===== src/issue_pkg.sv =====
/*
 * Issue decoder package
 * Instruction layout, major opcodes, execution unit codes and the
 * control codes produced by the RV64I issue-stage decoder
 */
`default_nettype none

package issue_pkg;

    // ------------------------------
    // Widths
    // ------------------------------
    localparam int unsigned ILEN     = 32;
    localparam int unsigned EU_CTL_W = 8;

    // ------------------------------
    // Instruction encoding
    // ------------------------------
    // RV64I major opcodes
    typedef enum logic [6:0] {
        OPCODE_LOAD      = 7'b0000011,
        OPCODE_STORE     = 7'b0100011,
        OPCODE_BRANCH    = 7'b1100011,
        OPCODE_JALR      = 7'b1100111,
        OPCODE_JAL       = 7'b1101111,
        OPCODE_OP_IMM    = 7'b0010011,
        OPCODE_OP_IMM_32 = 7'b0011011,
        OPCODE_OP        = 7'b0110011,
        OPCODE_OP_32     = 7'b0111011,
        OPCODE_LUI       = 7'b0110111,
        OPCODE_AUIPC     = 7'b0010111,
        OPCODE_MISC_MEM  = 7'b0001111,
        OPCODE_SYSTEM    = 7'b1110011
    } opcode_e;

    // R-type view, the other formats are taken as slices of it
    typedef struct packed {
        logic [6:0] funct7;
        logic [4:0] rs2;
        logic [4:0] rs1;
        logic [2:0] funct3;
        logic [4:0] rd;
        opcode_e    opcode;
    } instr_r_t;

    typedef union packed {
        logic [ILEN-1:0] raw;
        instr_r_t        r;
    } instr_t;

    // ------------------------------
    // Decoder results
    // ------------------------------
    typedef enum logic [2:0] {
        EU_NONE,
        EU_INT_ALU,
        EU_BRANCH_UNIT,
        EU_LOAD_BUFFER,
        EU_STORE_BUFFER,
        EU_OPERANDS_ONLY
    } issue_eu_e;

    typedef enum logic [3:0] {
        ALU_ADD, ALU_ADDW, ALU_SUB, ALU_SUBW,
        ALU_SLL, ALU_SLLW, ALU_SRL, ALU_SRLW,
        ALU_SRA, ALU_SRAW, ALU_SLT, ALU_SLTU,
        ALU_XOR, ALU_OR, ALU_AND
    } alu_op_e;

    typedef enum logic [2:0] {
        BEQ, BNE, BLT, BGE, BLTU, BGEU
    } branch_op_e;

    // Shared by the load and the store buffer
    typedef enum logic [2:0] {
        LS_BYTE, LS_HALFWORD, LS_WORD, LS_DOUBLEWORD,
        LS_BYTE_U, LS_HALFWORD_U, LS_WORD_U
    } ls_width_e;

    typedef enum logic [2:0] {
        IMM_TYPE_I, IMM_TYPE_S, IMM_TYPE_B, IMM_TYPE_U, IMM_TYPE_J, IMM_TYPE_RS1
    } imm_format_e;

    typedef enum logic [3:0] {
        E_ILLEGAL_INSTRUCTION = 4'd2,
        E_BREAKPOINT          = 4'd3
    } except_code_e;

    // Instruction classes that steer the merge stage
    typedef enum logic [3:0] {
        KIND_ILLEGAL, KIND_NOP, KIND_LUI, KIND_JUMP,
        KIND_FENCE, KIND_ECALL, KIND_EBREAK, KIND_FENCE_I,
        KIND_CSR_REG, KIND_CSR_IMM, KIND_OTHER
    } insn_kind_e;

endpackage

`default_nettype wire

===== src/issue_if.sv =====
/*
 * Issue decoder internal buses
 * Operand controls from the opcode classifier and unit assignment
 * from the full-match decoder, both read by the merge stage
 */
`default_nettype none

interface issue_operand_if;
    import issue_pkg::*;

    logic        rs1_req;
    logic        rs1_is_pc;
    logic        rs2_req;
    logic        rs2_is_imm;
    imm_format_e imm_format;
    logic        regstat_upd;

    modport source (output rs1_req, rs1_is_pc, rs2_req, rs2_is_imm, imm_format, regstat_upd);
    modport sink   (input  rs1_req, rs1_is_pc, rs2_req, rs2_is_imm, imm_format, regstat_upd);
endinterface

interface issue_exec_if;
    import issue_pkg::*;

    insn_kind_e          kind;
    issue_eu_e           eu;
    logic [EU_CTL_W-1:0] eu_ctl;

    modport source (output kind, eu, eu_ctl);
    modport sink   (input  kind, eu, eu_ctl);
endinterface

`default_nettype wire


===== src/issue_decoder_top.sv =====
/*
 * Issue-stage decoder, top level
 * Opcode classifier and full-match decoder in parallel, joined by
 * the registered merge stage
 */
`default_nettype none

module issue_decoder_top #(
    parameter bit ZIFENCEI_EN = 1'b1,
    parameter bit ZICSR_EN    = 1'b1
) (
    input  logic                            clk_i,
    input  logic                            rst_n_i,
    input  logic                            instr_valid_i,
    input  issue_pkg::instr_t               instr_i,
    output logic                            dec_valid_o,
    output logic                            dec_except_raised_o,
    output issue_pkg::except_code_e         dec_except_code_o,
    output logic                            dec_res_ready_o,
    output logic                            dec_stall_possible_o,
    output issue_pkg::issue_eu_e            dec_eu_o,
    output logic [issue_pkg::EU_CTL_W-1:0]  dec_eu_ctl_o,
    output logic                            dec_rs1_req_o,
    output logic                            dec_rs1_is_pc_o,
    output logic                            dec_rs2_req_o,
    output logic                            dec_rs2_is_imm_o,
    output issue_pkg::imm_format_e          dec_imm_format_o,
    output logic                            dec_regstat_upd_o
);

    issue_operand_if operand_if ();
    issue_exec_if    exec_if ();

    issue_opcode_classify issue_opcode_classify_inst (
        .instr_i (instr_i),
        .op      (operand_if)
    );

    issue_funct_decode #(
        .ZIFENCEI_EN (ZIFENCEI_EN),
        .ZICSR_EN    (ZICSR_EN)
    ) issue_funct_decode_inst (
        .instr_i (instr_i),
        .ex      (exec_if)
    );

    issue_decode_merge issue_decode_merge_inst (
        .clk_i                (clk_i),
        .rst_n_i              (rst_n_i),
        .instr_valid_i        (instr_valid_i),
        .op                   (operand_if),
        .ex                   (exec_if),
        .dec_valid_o          (dec_valid_o),
        .dec_except_raised_o  (dec_except_raised_o),
        .dec_except_code_o    (dec_except_code_o),
        .dec_res_ready_o      (dec_res_ready_o),
        .dec_stall_possible_o (dec_stall_possible_o),
        .dec_eu_o             (dec_eu_o),
        .dec_eu_ctl_o         (dec_eu_ctl_o),
        .dec_rs1_req_o        (dec_rs1_req_o),
        .dec_rs1_is_pc_o      (dec_rs1_is_pc_o),
        .dec_rs2_req_o        (dec_rs2_req_o),
        .dec_rs2_is_imm_o     (dec_rs2_is_imm_o),
        .dec_imm_format_o     (dec_imm_format_o),
        .dec_regstat_upd_o    (dec_regstat_upd_o)
    );

endmodule

`default_nettype wire


===== src/issue_decode_merge.sv =====
/*
 * Merge stage
 * Combines operand controls and unit assignment, applies the
 * exception and override rules, registers the result on a strobe
 */
`default_nettype none

module issue_decode_merge (
    input  logic                            clk_i,
    input  logic                            rst_n_i,
    input  logic                            instr_valid_i,
    issue_operand_if.sink                   op,
    issue_exec_if.sink                      ex,
    output logic                            dec_valid_o,
    output logic                            dec_except_raised_o,
    output issue_pkg::except_code_e         dec_except_code_o,
    output logic                            dec_res_ready_o,
    output logic                            dec_stall_possible_o,
    output issue_pkg::issue_eu_e            dec_eu_o,
    output logic [issue_pkg::EU_CTL_W-1:0]  dec_eu_ctl_o,
    output logic                            dec_rs1_req_o,
    output logic                            dec_rs1_is_pc_o,
    output logic                            dec_rs2_req_o,
    output logic                            dec_rs2_is_imm_o,
    output issue_pkg::imm_format_e          dec_imm_format_o,
    output logic                            dec_regstat_upd_o
);
    import issue_pkg::*;

    logic illegal;
    logic no_operands;
    logic res_ready;
    logic stall_possible;

    assign illegal     = (ex.kind == KIND_ILLEGAL);
    // Kinds that never read the register file
    assign no_operands = ex.kind inside {KIND_ILLEGAL, KIND_NOP, KIND_FENCE, KIND_ECALL,
                                         KIND_EBREAK, KIND_FENCE_I};
    assign res_ready   = ex.kind inside {KIND_NOP, KIND_LUI, KIND_FENCE, KIND_ECALL,
                                         KIND_EBREAK, KIND_FENCE_I, KIND_CSR_IMM};
    assign stall_possible = ex.kind inside {KIND_NOP, KIND_JUMP, KIND_FENCE, KIND_ECALL,
                                            KIND_EBREAK, KIND_FENCE_I, KIND_CSR_REG,
                                            KIND_CSR_IMM};

    // ------------------------------
    // Output register
    // ------------------------------
    always_ff @(posedge clk_i or negedge rst_n_i) begin
        if (!rst_n_i) begin
            dec_valid_o          <= 1'b0;
            dec_except_raised_o  <= 1'b0;
            dec_except_code_o    <= E_ILLEGAL_INSTRUCTION;
            dec_res_ready_o      <= 1'b0;
            dec_stall_possible_o <= 1'b0;
            dec_eu_o             <= EU_NONE;
            dec_eu_ctl_o         <= '0;
            dec_rs1_req_o        <= 1'b0;
            dec_rs1_is_pc_o      <= 1'b0;
            dec_rs2_req_o        <= 1'b0;
            dec_rs2_is_imm_o     <= 1'b0;
            dec_imm_format_o     <= IMM_TYPE_I;
            dec_regstat_upd_o    <= 1'b0;
        end else begin
            dec_valid_o <= instr_valid_i;
            if (instr_valid_i) begin
                dec_except_raised_o  <= illegal || (ex.kind == KIND_EBREAK);
                dec_except_code_o    <= illegal ? E_ILLEGAL_INSTRUCTION : E_BREAKPOINT;
                dec_res_ready_o      <= res_ready;
                dec_stall_possible_o <= stall_possible;
                dec_eu_o             <= illegal ? EU_NONE : ex.eu;
                dec_eu_ctl_o         <= illegal ? '0 : ex.eu_ctl;
                dec_rs1_req_o        <= op.rs1_req && !no_operands;
                dec_rs1_is_pc_o      <= op.rs1_is_pc && !no_operands;
                dec_rs2_req_o        <= op.rs2_req && !no_operands;
                dec_rs2_is_imm_o     <= op.rs2_is_imm && !no_operands;
                dec_imm_format_o     <= no_operands ? IMM_TYPE_I : op.imm_format;
                dec_regstat_upd_o    <= op.regstat_upd && !no_operands;
            end
        end
    end

endmodule

`default_nettype wire


===== src/issue_funct_decode.sv =====
/*
 * Full-match decoder
 * Checks every field of the encoding and gives the instruction kind,
 * its execution unit and that unit's control code
 */
`default_nettype none

module issue_funct_decode #(
    parameter bit ZIFENCEI_EN = 1'b1,
    parameter bit ZICSR_EN    = 1'b1
) (
    input  issue_pkg::instr_t instr_i,
    issue_exec_if.source      ex
);
    import issue_pkg::*;

    logic       alu_hit;
    alu_op_e    alu_op;
    logic [2:0] f3;
    logic [6:0] f7;
    logic       sh6_lo;
    logic       sh6_ar;
    logic       sys_zero;

    assign f3     = instr_i.r.funct3;
    assign f7     = instr_i.r.funct7;
    // Upper shift bits of a 64-bit shift, SRAI carries 010000
    assign sh6_lo = (instr_i.raw[31:26] == 6'b000000);
    assign sh6_ar = (instr_i.raw[31:26] == 6'b010000);
    // rd and rs1 both x0
    assign sys_zero = (instr_i.r.rs1 == 5'd0) && (instr_i.r.rd == 5'd0);

    always_comb begin
        alu_hit   = 1'b0;
        alu_op    = ALU_ADD;
        ex.kind   = KIND_ILLEGAL;
        ex.eu     = EU_NONE;
        ex.eu_ctl = '0;

        case (instr_i.r.opcode)
            OPCODE_LUI:   ex.kind = KIND_LUI;
            OPCODE_AUIPC: alu_hit = 1'b1;
            OPCODE_JAL: begin
                ex.kind = KIND_JUMP;
                alu_hit = 1'b1;
            end
            OPCODE_JALR: begin
                if (f3 == 3'b000) begin
                    ex.kind = KIND_JUMP;
                    alu_hit = 1'b1;
                end
            end
            OPCODE_BRANCH: begin
                ex.kind = KIND_OTHER;
                ex.eu   = EU_BRANCH_UNIT;
                case (f3)
                    3'b000:  ex.eu_ctl = EU_CTL_W'(BEQ);
                    3'b001:  ex.eu_ctl = EU_CTL_W'(BNE);
                    3'b100:  ex.eu_ctl = EU_CTL_W'(BLT);
                    3'b101:  ex.eu_ctl = EU_CTL_W'(BGE);
                    3'b110:  ex.eu_ctl = EU_CTL_W'(BLTU);
                    3'b111:  ex.eu_ctl = EU_CTL_W'(BGEU);
                    default: begin
                        ex.kind = KIND_ILLEGAL;
                        ex.eu   = EU_NONE;
                    end
                endcase
            end
            // Width codes run in funct3 order, 111 is reserved
            OPCODE_LOAD: begin
                if (f3 != 3'b111) begin
                    ex.kind   = KIND_OTHER;
                    ex.eu     = EU_LOAD_BUFFER;
                    ex.eu_ctl = EU_CTL_W'(ls_width_e'(f3));
                end
            end
            OPCODE_STORE: begin
                if (!f3[2]) begin
                    ex.kind   = KIND_OTHER;
                    ex.eu     = EU_STORE_BUFFER;
                    ex.eu_ctl = EU_CTL_W'(ls_width_e'(f3));
                end
            end
            OPCODE_OP_IMM: begin
                case (f3)
                    3'b000: begin
                        if (instr_i.r.rs1 == 5'd0 && instr_i.raw[31:20] == 12'd0) begin
                            ex.kind = KIND_NOP;
                        end else begin
                            alu_hit = 1'b1;
                        end
                    end
                    3'b010: {alu_hit, alu_op} = {1'b1, ALU_SLT};
                    3'b011: {alu_hit, alu_op} = {1'b1, ALU_SLTU};
                    3'b100: {alu_hit, alu_op} = {1'b1, ALU_XOR};
                    3'b110: {alu_hit, alu_op} = {1'b1, ALU_OR};
                    3'b111: {alu_hit, alu_op} = {1'b1, ALU_AND};
                    3'b001: {alu_hit, alu_op} = {sh6_lo, ALU_SLL};
                    default: begin
                        alu_hit = sh6_lo || sh6_ar;
                        alu_op  = sh6_ar ? ALU_SRA : ALU_SRL;
                    end
                endcase
            end
            OPCODE_OP_IMM_32: begin
                case (f3)
                    3'b000: {alu_hit, alu_op} = {1'b1, ALU_ADDW};
                    3'b001: {alu_hit, alu_op} = {(f7 == 7'b0000000), ALU_SLLW};
                    3'b101: begin
                        alu_hit = (f7 == 7'b0000000) || (f7 == 7'b0100000);
                        alu_op  = f7[5] ? ALU_SRAW : ALU_SRLW;
                    end
                    default: ;
                endcase
            end
            OPCODE_OP: begin
                case ({f7, f3})
                    10'b0000000_000: {alu_hit, alu_op} = {1'b1, ALU_ADD};
                    10'b0100000_000: {alu_hit, alu_op} = {1'b1, ALU_SUB};
                    10'b0000000_001: {alu_hit, alu_op} = {1'b1, ALU_SLL};
                    10'b0000000_010: {alu_hit, alu_op} = {1'b1, ALU_SLT};
                    10'b0000000_011: {alu_hit, alu_op} = {1'b1, ALU_SLTU};
                    10'b0000000_100: {alu_hit, alu_op} = {1'b1, ALU_XOR};
                    10'b0000000_101: {alu_hit, alu_op} = {1'b1, ALU_SRL};
                    10'b0100000_101: {alu_hit, alu_op} = {1'b1, ALU_SRA};
                    10'b0000000_110: {alu_hit, alu_op} = {1'b1, ALU_OR};
                    10'b0000000_111: {alu_hit, alu_op} = {1'b1, ALU_AND};
                    default: ;
                endcase
            end
            OPCODE_OP_32: begin
                case ({f7, f3})
                    10'b0000000_000: {alu_hit, alu_op} = {1'b1, ALU_ADDW};
                    10'b0100000_000: {alu_hit, alu_op} = {1'b1, ALU_SUBW};
                    10'b0000000_001: {alu_hit, alu_op} = {1'b1, ALU_SLLW};
                    10'b0000000_101: {alu_hit, alu_op} = {1'b1, ALU_SRLW};
                    10'b0100000_101: {alu_hit, alu_op} = {1'b1, ALU_SRAW};
                    default: ;
                endcase
            end
            OPCODE_MISC_MEM: begin
                // FENCE keeps pred/succ free, FENCE.I needs a zero immediate
                if (f3 == 3'b000 && sys_zero && instr_i.raw[30:28] == 3'b000) begin
                    ex.kind = KIND_FENCE;
                end else if (ZIFENCEI_EN && f3 == 3'b001 && sys_zero &&
                             instr_i.raw[31:20] == 12'd0) begin
                    ex.kind = KIND_FENCE_I;
                end
            end
            OPCODE_SYSTEM: begin
                if (f3 == 3'b000) begin
                    if (sys_zero && instr_i.raw[31:20] == 12'd0) begin
                        ex.kind = KIND_ECALL;
                    end else if (sys_zero && instr_i.raw[31:20] == 12'd1) begin
                        ex.kind = KIND_EBREAK;
                    end
                end else if (ZICSR_EN && f3 != 3'b100) begin
                    ex.kind = f3[2] ? KIND_CSR_IMM : KIND_CSR_REG;
                    ex.eu   = f3[2] ? EU_NONE : EU_OPERANDS_ONLY;
                end
            end
            default: ;
        endcase

        if (alu_hit) begin
            ex.eu     = EU_INT_ALU;
            ex.eu_ctl = EU_CTL_W'(alu_op);
            if (ex.kind == KIND_ILLEGAL) begin
                ex.kind = KIND_OTHER;
            end
        end
    end

endmodule

`default_nettype wire


===== src/issue_opcode_classify.sv =====
/*
 * Opcode classifier
 * Operand-fetch requests, immediate format and register-status
 * update, taken from the major opcode alone
 */
`default_nettype none

module issue_opcode_classify (
    input  issue_pkg::instr_t instr_i,
    issue_operand_if.source   op
);
    import issue_pkg::*;

    always_comb begin
        op.rs1_req     = 1'b0;
        op.rs1_is_pc   = 1'b0;
        op.rs2_req     = 1'b0;
        op.rs2_is_imm  = 1'b0;
        op.imm_format  = IMM_TYPE_I;
        op.regstat_upd = 1'b0;

        case (instr_i.r.opcode)
            OPCODE_LOAD: begin
                op.rs1_req     = 1'b1;
                op.regstat_upd = 1'b1;
            end
            OPCODE_STORE: begin
                op.rs1_req    = 1'b1;
                op.rs2_req    = 1'b1;
                op.imm_format = IMM_TYPE_S;
            end
            OPCODE_BRANCH: begin
                op.rs1_req    = 1'b1;
                op.rs2_req    = 1'b1;
                op.imm_format = IMM_TYPE_B;
            end
            OPCODE_OP, OPCODE_OP_32: begin
                op.rs1_req     = 1'b1;
                op.rs2_req     = 1'b1;
                op.regstat_upd = 1'b1;
            end
            OPCODE_OP_IMM, OPCODE_OP_IMM_32, OPCODE_JALR: begin
                op.rs1_req     = 1'b1;
                op.rs2_is_imm  = 1'b1;
                op.regstat_upd = 1'b1;
            end
            // PC plus immediate
            OPCODE_AUIPC, OPCODE_JAL: begin
                op.rs1_is_pc   = 1'b1;
                op.rs2_is_imm  = 1'b1;
                op.imm_format  = (instr_i.r.opcode == OPCODE_JAL) ? IMM_TYPE_J : IMM_TYPE_U;
                op.regstat_upd = 1'b1;
            end
            OPCODE_LUI: begin
                op.imm_format  = IMM_TYPE_U;
                op.regstat_upd = 1'b1;
            end
            OPCODE_SYSTEM: begin
                // CSR forms only, funct3[2] picks the uimm source
                if (instr_i.r.funct3 != 3'b000) begin
                    op.regstat_upd = 1'b1;
                    if (instr_i.r.funct3[2]) begin
                        op.imm_format = IMM_TYPE_RS1;
                    end else begin
                        op.rs1_req = 1'b1;
                    end
                end
            end
            default: ;
        endcase
    end

endmodule

`default_nettype wire


===== config.mk =====
export PLATFORM = sky130hd
export DESIGN_NAME = issue_decoder_top
export DESIGN_NICKNAME = d
export VERILOG_FILES = /design/src/issue_pkg.sv /design/src/issue_if.sv /design/src/issue_decoder_top.sv /design/src/issue_decode_merge.sv /design/src/issue_funct_decode.sv /design/src/issue_opcode_classify.sv
export SDC_FILE = /design/constraint.sdc
export NUM_CORES = 1
export LEC_CHECK = 0
export ABC_AREA = 1
export BUFFER_PORTS_ARGS = -buffer_cell sky130_fd_sc_hd__buf_2
export CELL_PAD_IN_SITES_DETAIL_PLACEMENT = 1
export CELL_PAD_IN_SITES_GLOBAL_PLACEMENT = 2
export CORE_UTILIZATION = 28
export CTS_CLUSTER_SIZE = 16
export DETAILED_ROUTE_END_ITERATION = 7
export PLACE_DENSITY = 0.91
export SETUP_SLACK_MARGIN = 0.05
export SYNTH_ARGS = -nofsm -noshare
export SYNTH_HDL_FRONTEND = slang
export SYNTH_SLANG_ARGS = --single-unit

===== constraint.sdc =====
create_clock -name clk_i -period 1.38 [get_ports clk_i]
set_input_delay 0.138 -clock clk_i [delete_from_list [all_inputs] [get_ports clk_i]]
set_output_delay 0.138 -clock clk_i [all_outputs]
set_load 0.05 [all_outputs]

Yosys cells after proc, flatten, opt, wreduce, memory -nomap -nowiden
Index checks and enable logic that the tools add are counted.
{"block": "totals", "reg_bits": 27, "output_inout_bits": 27}
{"block": "op_classes", "n_eq_ne": 43, "reduce_logical": 40, "n_mux": 59}
{"operator": "$pmux W4 S9", "n": 2}
{"operator": "$mux W4", "n": 12}
{"operator": "$eq A10 B3 Y1 const B", "n": 4}
{"operator": "$mux W3", "n": 13}
{"operator": "$eq A7 B6 Y1 const B", "n": 5}
{"operator": "$pmux W3 S5", "n": 2}
{"operator": "$eq A7 B7 Y1 const B", "n": 4}
{"operator": "$pmux W4 S7", "n": 1}
{"operator": "$pmux W8 S3", "n": 1}
{"operator": "$eq A7 B5 Y1 const B", "n": 3}
{"operator": "$eq A10 B2 Y1 const B", "n": 2}
{"operator": "$eq A10 B9 Y1 const B", "n": 2}
{"operator": "$pmux W4 S5", "n": 1}
{"operator": "$eq A4 B3 Y1 const B", "n": 4}
{"operator": "$mux W8", "n": 2}
{"operator": "$pmux W4 S4", "n": 1}
{"operator": "$reduce_or A5 Y1", "n": 3}
{"operator": "$logic_and A1 B1 Y1", "n": 13}
{"operator": "$mux W1", "n": 13}
{"operator": "$eq A12 B1 Y1 const B", "n": 1}
{"operator": "$eq A3 B3 Y1 const B", "n": 4}
{"operator": "$logic_not A12 Y1", "n": 1}
{"operator": "$pmux W3 S4", "n": 1}
{"operator": "$pmux W4 S3", "n": 1}
{"operator": "32 further kinds", "n": 46}

Depth between registers and ports, before layout
{"block": "logic_depth", "word_depth": 14, "ltp_mapped": 16, "mapped_depth_nobuf": 16}

By module
From an unflattened synthesis, not the netlist that was laid out.
{"block": "hier_totals", "cells_unflattened": 417, "hier_area_um2": 2484.9}
{"mod": "issue_funct_decode", "area_per_inst_um2": 1191.1, "n_inst": 1, "cells_each": 246}
{"mod": "issue_decode_merge", "area_per_inst_um2": 1031.0, "n_inst": 1, "cells_each": 120}
{"mod": "issue_opcode_classify", "area_per_inst_um2": 262.8, "n_inst": 1, "cells_each": 51}

Worst setup path after synthesis
Ideal clock, no wire load.
{"block": "synth_path", "kind": "input port to flip-flop", "startpoint": "input instr_i[1] in the netlist's numbering", "endpoint": "register issue_decode_merge_inst.dec_stall_possible_o", "required_ps": 1262, "setup_ps": 118, "arrival_time_ps": 1360, "stages": 16, "n_path_buf": 0, "path_slack_ps": -98, "cell_sequence": "nand2_2 -> inv_2 -> nand2_1 -> nor2_1 -> nand2_1 -> nand2_1 -> nor2_2 -> nand2_1 -> nor2_1 -> nand2_1 -> nor2_2 -> nand3_2 -> nand2_1 -> nand2_1 -> nand3_1 -> nand2_1"}
{"block": "synth_via", "elab_chain_cells": 7, "word_cells_on_any_way": 28}
{"element": "from (decl)", "line": "issue_decoder_top.sv:15", "source": "input issue_pkg::instr_t instr_i,"}
{"element": "$eq A7 B7 Y1 (tied with other cells)", "line": "issue_funct_decode.sv:40", "source": "case (instr_i.r.opcode)"}
{"element": "$pmux W4 S9", "line": "issue_funct_decode.sv:40"}
{"element": "$logic_not A4 Y1", "line": "issue_funct_decode.sv:168", "source": "if (ex.kind == KIND_ILLEGAL) begin"}
{"element": "$mux W4", "line": "issue_funct_decode.sv:168"}
{"element": "$mux W4 (*)", "line": "issue_funct_decode.sv:165", "source": "if (alu_hit) begin"}
{"element": "$eq A4 B1 Y1 (tied with other cells)", "line": "issue_decode_merge.sv:41", "source": "assign stall_possible = ex.kind inside {KIND_NOP, KIND_JUMP, KIND_FENCE, KIND_ECALL,"}
{"element": "$reduce_bool A8 Y1 (*)", "line": "issue_decode_merge.sv:41"}
{"element": "to (signal assigned)", "line": "issue_decode_merge.sv:69", "source": "dec_stall_possible_o <= stall_possible;"}
{"element": "to (decl)", "line": "issue_decode_merge.sv:18", "source": "output logic dec_stall_possible_o,"}
Every way passes the cells marked *; elsewhere a longest branch is shown, timed or not.
A chain may end at the register's enable or synchronous reset.

Worst setup path in the final report
{"block": "layout_path", "startpoint": "input instr_i[14] in the netlist's numbering", "endpoint": "register issue_decode_merge_inst.dec_stall_possible_o"}
{"block": "layout_via", "elab_chain_cells": 11, "word_cells_on_any_way": 57}
{"element": "$eq A3 B1 Y1"}
{"element": "$logic_and A1 B1 Y1 (2 in series)", "line": "issue_funct_decode.sv:145", "source": "end else if (ZIFENCEI_EN && f3 == 3'b001 && sys_zero &&"}
{"element": "$mux W3", "line": "issue_funct_decode.sv:145"}
{"element": "$mux W4", "line": "issue_funct_decode.sv:143", "source": "if (f3 == 3'b000 && sys_zero && instr_i.raw[30:28] == 3'b000) begin"}
{"element": "$pmux W4 S9", "line": "issue_funct_decode.sv:40"}
{"element": "$logic_not A4 Y1", "line": "issue_funct_decode.sv:168"}
{"element": "$mux W4", "line": "issue_funct_decode.sv:168"}
{"element": "$mux W4 (*)", "line": "issue_funct_decode.sv:165"}
{"element": "$eq A4 B1 Y1 (tied with other cells)", "line": "issue_decode_merge.sv:41"}
{"element": "$reduce_bool A8 Y1 (*)", "line": "issue_decode_merge.sv:41"}
Marked as above.

==> tab_implementation.tex <==
\begin{tabular}{lr}
\hline
Metric & Value \\
\hline
\multicolumn{2}{l}{\textbf{Logic synthesis}} \\
\quad Mean area per synthesized cell & 5.74 um2 \\
\quad Synth Warn \# & 0 \\
\quad Fraction of the yosys area taken by sequential cells & 0.232 \\
\quad Share of Yosys cell area claimed by the top area cell type & 0.232 \\
\quad Cell type contributing the most total cell area after synthesis & sky130\_fd\_sc\_hd\_\_dfrtp\_1 \\
\quad Number of distinct library cells after synthesis & 33 \\
\quad Synthesized area & 0.00215 mm2 \\
\quad Seq cells post-synth & 20 \\
\quad Cell count after synthesis & 375 \\
\quad Largest cells by area after synthesis & sky130\_fd\_sc\_hd\_\_dfrtp\_1, sky130\_fd\_sc\_hd\_\_nand2\_1, sky130\_fd\_sc\_hd\_\_nand3\_1, sky130\_fd\_sc\_hd\_\_nor2\_1, sky130\_fd\_sc\_hd\_\_inv\_1 \\
\multicolumn{2}{l}{\textbf{GRT}} \\
\quad Pin count of the biggest net entering global routing & 21 \\
\quad Wire length of the first global-routing pass & 15.8 mm \\
\quad GRT Overall Usage & 0.256 \\
\quad Vias in the first global route & 3,345 \\
\quad Total congestion overflow after global routing & 0 \\
\quad Initial antenna violation count & 0 \\
\multicolumn{2}{l}{\textbf{Detailed routing}} \\
\quad Total detailed-routing wirelength & 12.1 mm \\
\quad Routed length per instance & 19.1 um \\
\quad Via count & 3,323 \\
\quad Detail Route Antenna Nets & 0 \\
\quad DRT Pass-1 Iters & 5 \\
\quad Initial DRC count & 204 \\
\quad DRC violations left & 0 \\
\quad Average vias per placed instance & 5.24 \\
\multicolumn{2}{l}{\textbf{Cells and area}} \\
\quad Total Nets Final & 571 \\
\quad Commonest non-fill, non-tap cell in the layout & sky130\_fd\_sc\_hd\_\_buf\_4 \\
\quad Ratio of cells with drive above 1 in the final layout & 0.564 \\
\quad Leading cell types in the layout, fill and taps excluded & sky130\_fd\_sc\_hd\_\_buf\_4, sky130\_fd\_sc\_hd\_\_nand2\_1, sky130\_fd\_sc\_hd\_\_buf\_2, sky130\_fd\_sc\_hd\_\_nand2\_2, sky130\_fd\_sc\_hd\_\_inv\_1 \\
\quad Total area of sequential cells & 500 um2 \\
\quad Filler cells & 948 \\
\quad Number of inserted diodes & 0 \\
\quad Syn-to-layout area delta & 82.6\% \\
\quad Area of combinational cells with multiple inputs & 0.00185 mm2 \\
\quad Final standard cell area without fillers & 0.00393 mm2 \\
\quad Fraction of the core area covered by cells at the end of the flow & 0.536 \\
\multicolumn{2}{l}{\textbf{Power}} \\
\quad NetSw & 0.671 mW \\
\quad Internal power consumption & 1.23 mW \\
\quad Largest vdd supply drop & 441 uV \\
\quad Net Sw Frac & 0.352 \\
\quad Total power & 1.90 mW \\
\quad Clock share of power & 0.332 \\
\quad Power Dens Cells & 485 mW/mm2 \\
\quad Combinational power share & 0.348 \\
\quad Total leakage power & 2.08 nW \\
\quad Sequential power share & 0.320 \\
\multicolumn{2}{l}{\textbf{Outcome}} \\
\quad Violated checks & negative setup slack \\
\quad Run status & finished with violations \\
\multicolumn{2}{l}{\textbf{Floorplan}} \\
\quad Die footprint & 0.00805 mm2 \\
\quad Die X-Extent & 89.7 um \\
\quad Placeable core area & 0.00733 mm2 \\
\quad Boundary Pins & 62 \\
\quad Initial Util & 0.294 \\
\quad Std-Cell Rows & 31 \\
\quad Die height & 89.7 um \\
\multicolumn{2}{l}{\textbf{Clock tree}} \\
\quad Source-to-sink clock delay at the later pin of the worst-skew pair & 0.28 ns \\
\quad Number of buffers created by CTS & 3 \\
\quad Root cell of the clock tree & sky130\_fd\_sc\_hd\_\_clkbuf\_8 \\
\quad Clock Tree Buf Depth & 2 \\
\quad Number of sinks handled by clock tree synthesis & 20 \\
\quad TritonCTS clock tree & done \\
\quad Level count of the clock H-tree & 1 \\
\quad Clock transition at path regs & 0.09 ns \\
\multicolumn{2}{l}{\textbf{Timing}} \\
\quad Portion of the clock cycle consumed by the worst path in the final layout & 1.21 \\
\quad Final critical path time including I/O delays and setup & 1.67 ns \\
\quad Skew final & 0 ns \\
\quad Worst hold slack after final layout & 0.148 ns \\
\quad Count of final max-slew check failures & 0 \\
\quad Slack of the critical path & -0.291 ns \\
\quad FMAX & 598 MHz \\
\quad Unrepaired setup endpoints after global routing & true \\
\quad Number of endpoints with negative hold slack in the final report & 0 \\
\quad Setup violations, final & 14 \\
\multicolumn{2}{l}{\textbf{Critical path}} \\
\quad Type of element capturing the critical path & flop \\
\quad Top Family by Delay on Critical Path & simple AND/OR/NAND/NOR gates \\
\quad Worst stage delay on the critical path & 0.26 ns \\
\quad Worst Path Buf+Inv & 2 \\
\quad Launching element type of the critical path & input port \\
\quad Endpoint required time on the critical path & 1.55 ns \\
\quad Worst Path Max Fanout & 5 \\
\quad Arrival time reported for the critical path endpoint & 1.85 ns \\
\quad Critical-path cell with the highest stage delay & sky130\_fd\_sc\_hd\_\_a31oi\_2 \\
\quad Cells traversed along the worst timing path & buf\_4 > inv\_4 > nand2\_1 > nand3\_4 > nand2\_2 > a31oi\_2 > nand2\_1 > nor2\_2 > nand3\_2 > nand2\_2 > nand2\_2 > nand3\_2 > nand2\_1 \\
\quad Worst Setup Path Type & in -> reg \\
\multicolumn{2}{l}{\textbf{Placed design}} \\
\quad Total half-perimeter wirelength after legalization and detailed placement & 7.37 mm \\
\quad Setup slack after placement & -0.425 ns \\
\quad Port Buf Inserts & 54 \\
\quad Post-DP Area & 0.00319 mm2 \\
\quad Routability cong. & 0.976 \\
\multicolumn{2}{l}{\textbf{Min path}} \\
\quad Hold Crit Class & in -> reg \\
\multicolumn{2}{l}{\textbf{Flow run}} \\
\quad Max-cap violation count & 0 \\
\hline
\end{tabular}
## per-layer routing
metal,routed length [um],global-route usage
met1,4900,0.296
met4,527,0.0967
met2,6140,0.479
met3,546,0.0311
met5,0,0
## logic make-up after synthesis
kind of cell | after synthesis | share of synthesized area
AOI/OAI and AO/OA | 44 | 0.119
other | 2 | 0.00349
and+or+nand+nor | 247 | 0.521
DFF | 20 | 0.232
buffers and inverters | 62 | 0.124
## synthesized netlist by cell type (all sizes together)
| cell | count |
|---|---|
| conb | 2 |
| nor3 | 6 |
| nand4 | 6 |
| o21ai | 22 |
| nand2 | 124 |
| and3 | 1 |
| nor2 | 64 |
| dfrtp | 20 |
| a21oi | 7 |
| inv | 46 |
| o22a | 1 |
| clkinv | 3 |
| o211ai | 2 |
| buf | 11 |
| nand3 | 45 |
| a221oi | 1 |
| a21o | 1 |
| o2111ai | 3 |
| a31oi | 6 |
| nor4 | 1 |
| clkbuf | 2 |
| o31ai | 1 |
## through the flow
stage / setup TNS (ns) / std cells
after detailed placement: -6.03 / 606
after global placement: -4.85 / 606
after global routing: -3.80 / 634
final: -2.43 / 634
after floorplan: -0.228 / 380
after CTS: -0.614 / 630
## final timing paths
check,from,endpoint,slack [ns],depth (start not counted)
min in group asynchronous,rst_n_i,issue_decode_merge_inst.dec_eu_o[2],0.32,2
max reg2reg,issue_decode_merge_inst.dec_eu_ctl_o[1],issue_decode_merge_inst.dec_eu_ctl_o[1],0.60,2
min,instr_valid_i,issue_decode_merge_inst.dec_valid_o,0.15,1
min reg2reg,issue_decode_merge_inst.dec_eu_ctl_o[3],issue_decode_merge_inst.dec_eu_ctl_o[3],0.48,2
max,instr_i[14],issue_decode_merge_inst.dec_stall_possible_o,-0.29,13
max in group asynchronous,rst_n_i,issue_decode_merge_inst.dec_except_code_o[0],0.74,2
## registers in the layout, indices dropped and copies added (netlist names)
register	flops
issue_decode_merge_inst.dec_eu_ctl_o	4
issue_decode_merge_inst.dec_eu_o	3
issue_decode_merge_inst.dec_except_code_o	1
issue_decode_merge_inst.dec_except_raised_o	1
issue_decode_merge_inst.dec_imm_format_o	3
issue_decode_merge_inst.dec_regstat_upd_o	1
issue_decode_merge_inst.dec_res_ready_o	1
issue_decode_merge_inst.dec_rs1_is_pc_o	1
issue_decode_merge_inst.dec_rs1_req_o	1
issue_decode_merge_inst.dec_rs2_is_imm_o	1
issue_decode_merge_inst.dec_rs2_req_o	1
issue_decode_merge_inst.dec_stall_possible_o	1
issue_decode_merge_inst.dec_valid_o	1
## layout make-up
cell class,instances,area share
clock buffer,3,0.0105
clock inverter,1,0.00764
inverter,49,0.0500
multi-input combinational,299,0.471
sequential,20,0.127
tap,99,0.0315
timing repair buffer,163,0.302
## power groups by stage
stage / Combinational (mW) / Clock, mW / Sequential, mW
after floorplan: 0.240 / 0 / 0.670
final: 0.662 / 0.633 / 0.609
after CTS: 0.593 / 0.615 / 0.607
after global routing: 0.701 / 0.649 / 0.611
after detailed placement: 0.523 / 0 / 0.619
after global placement: 0.504 / 0 / 0.618
## what timing repair did
item | CTS | global route
hold buffers | 1 | 0
gates cloned | 1 | 0
hold endpoints to repair | 20 | 0
setup buffers | 18 | 4
resized for setup | 67 | 76
pin swaps | 38 | 29
endpoints found under the setup margin | 15 | 16
Note: power is estimated with default switching activity, not from simulation.
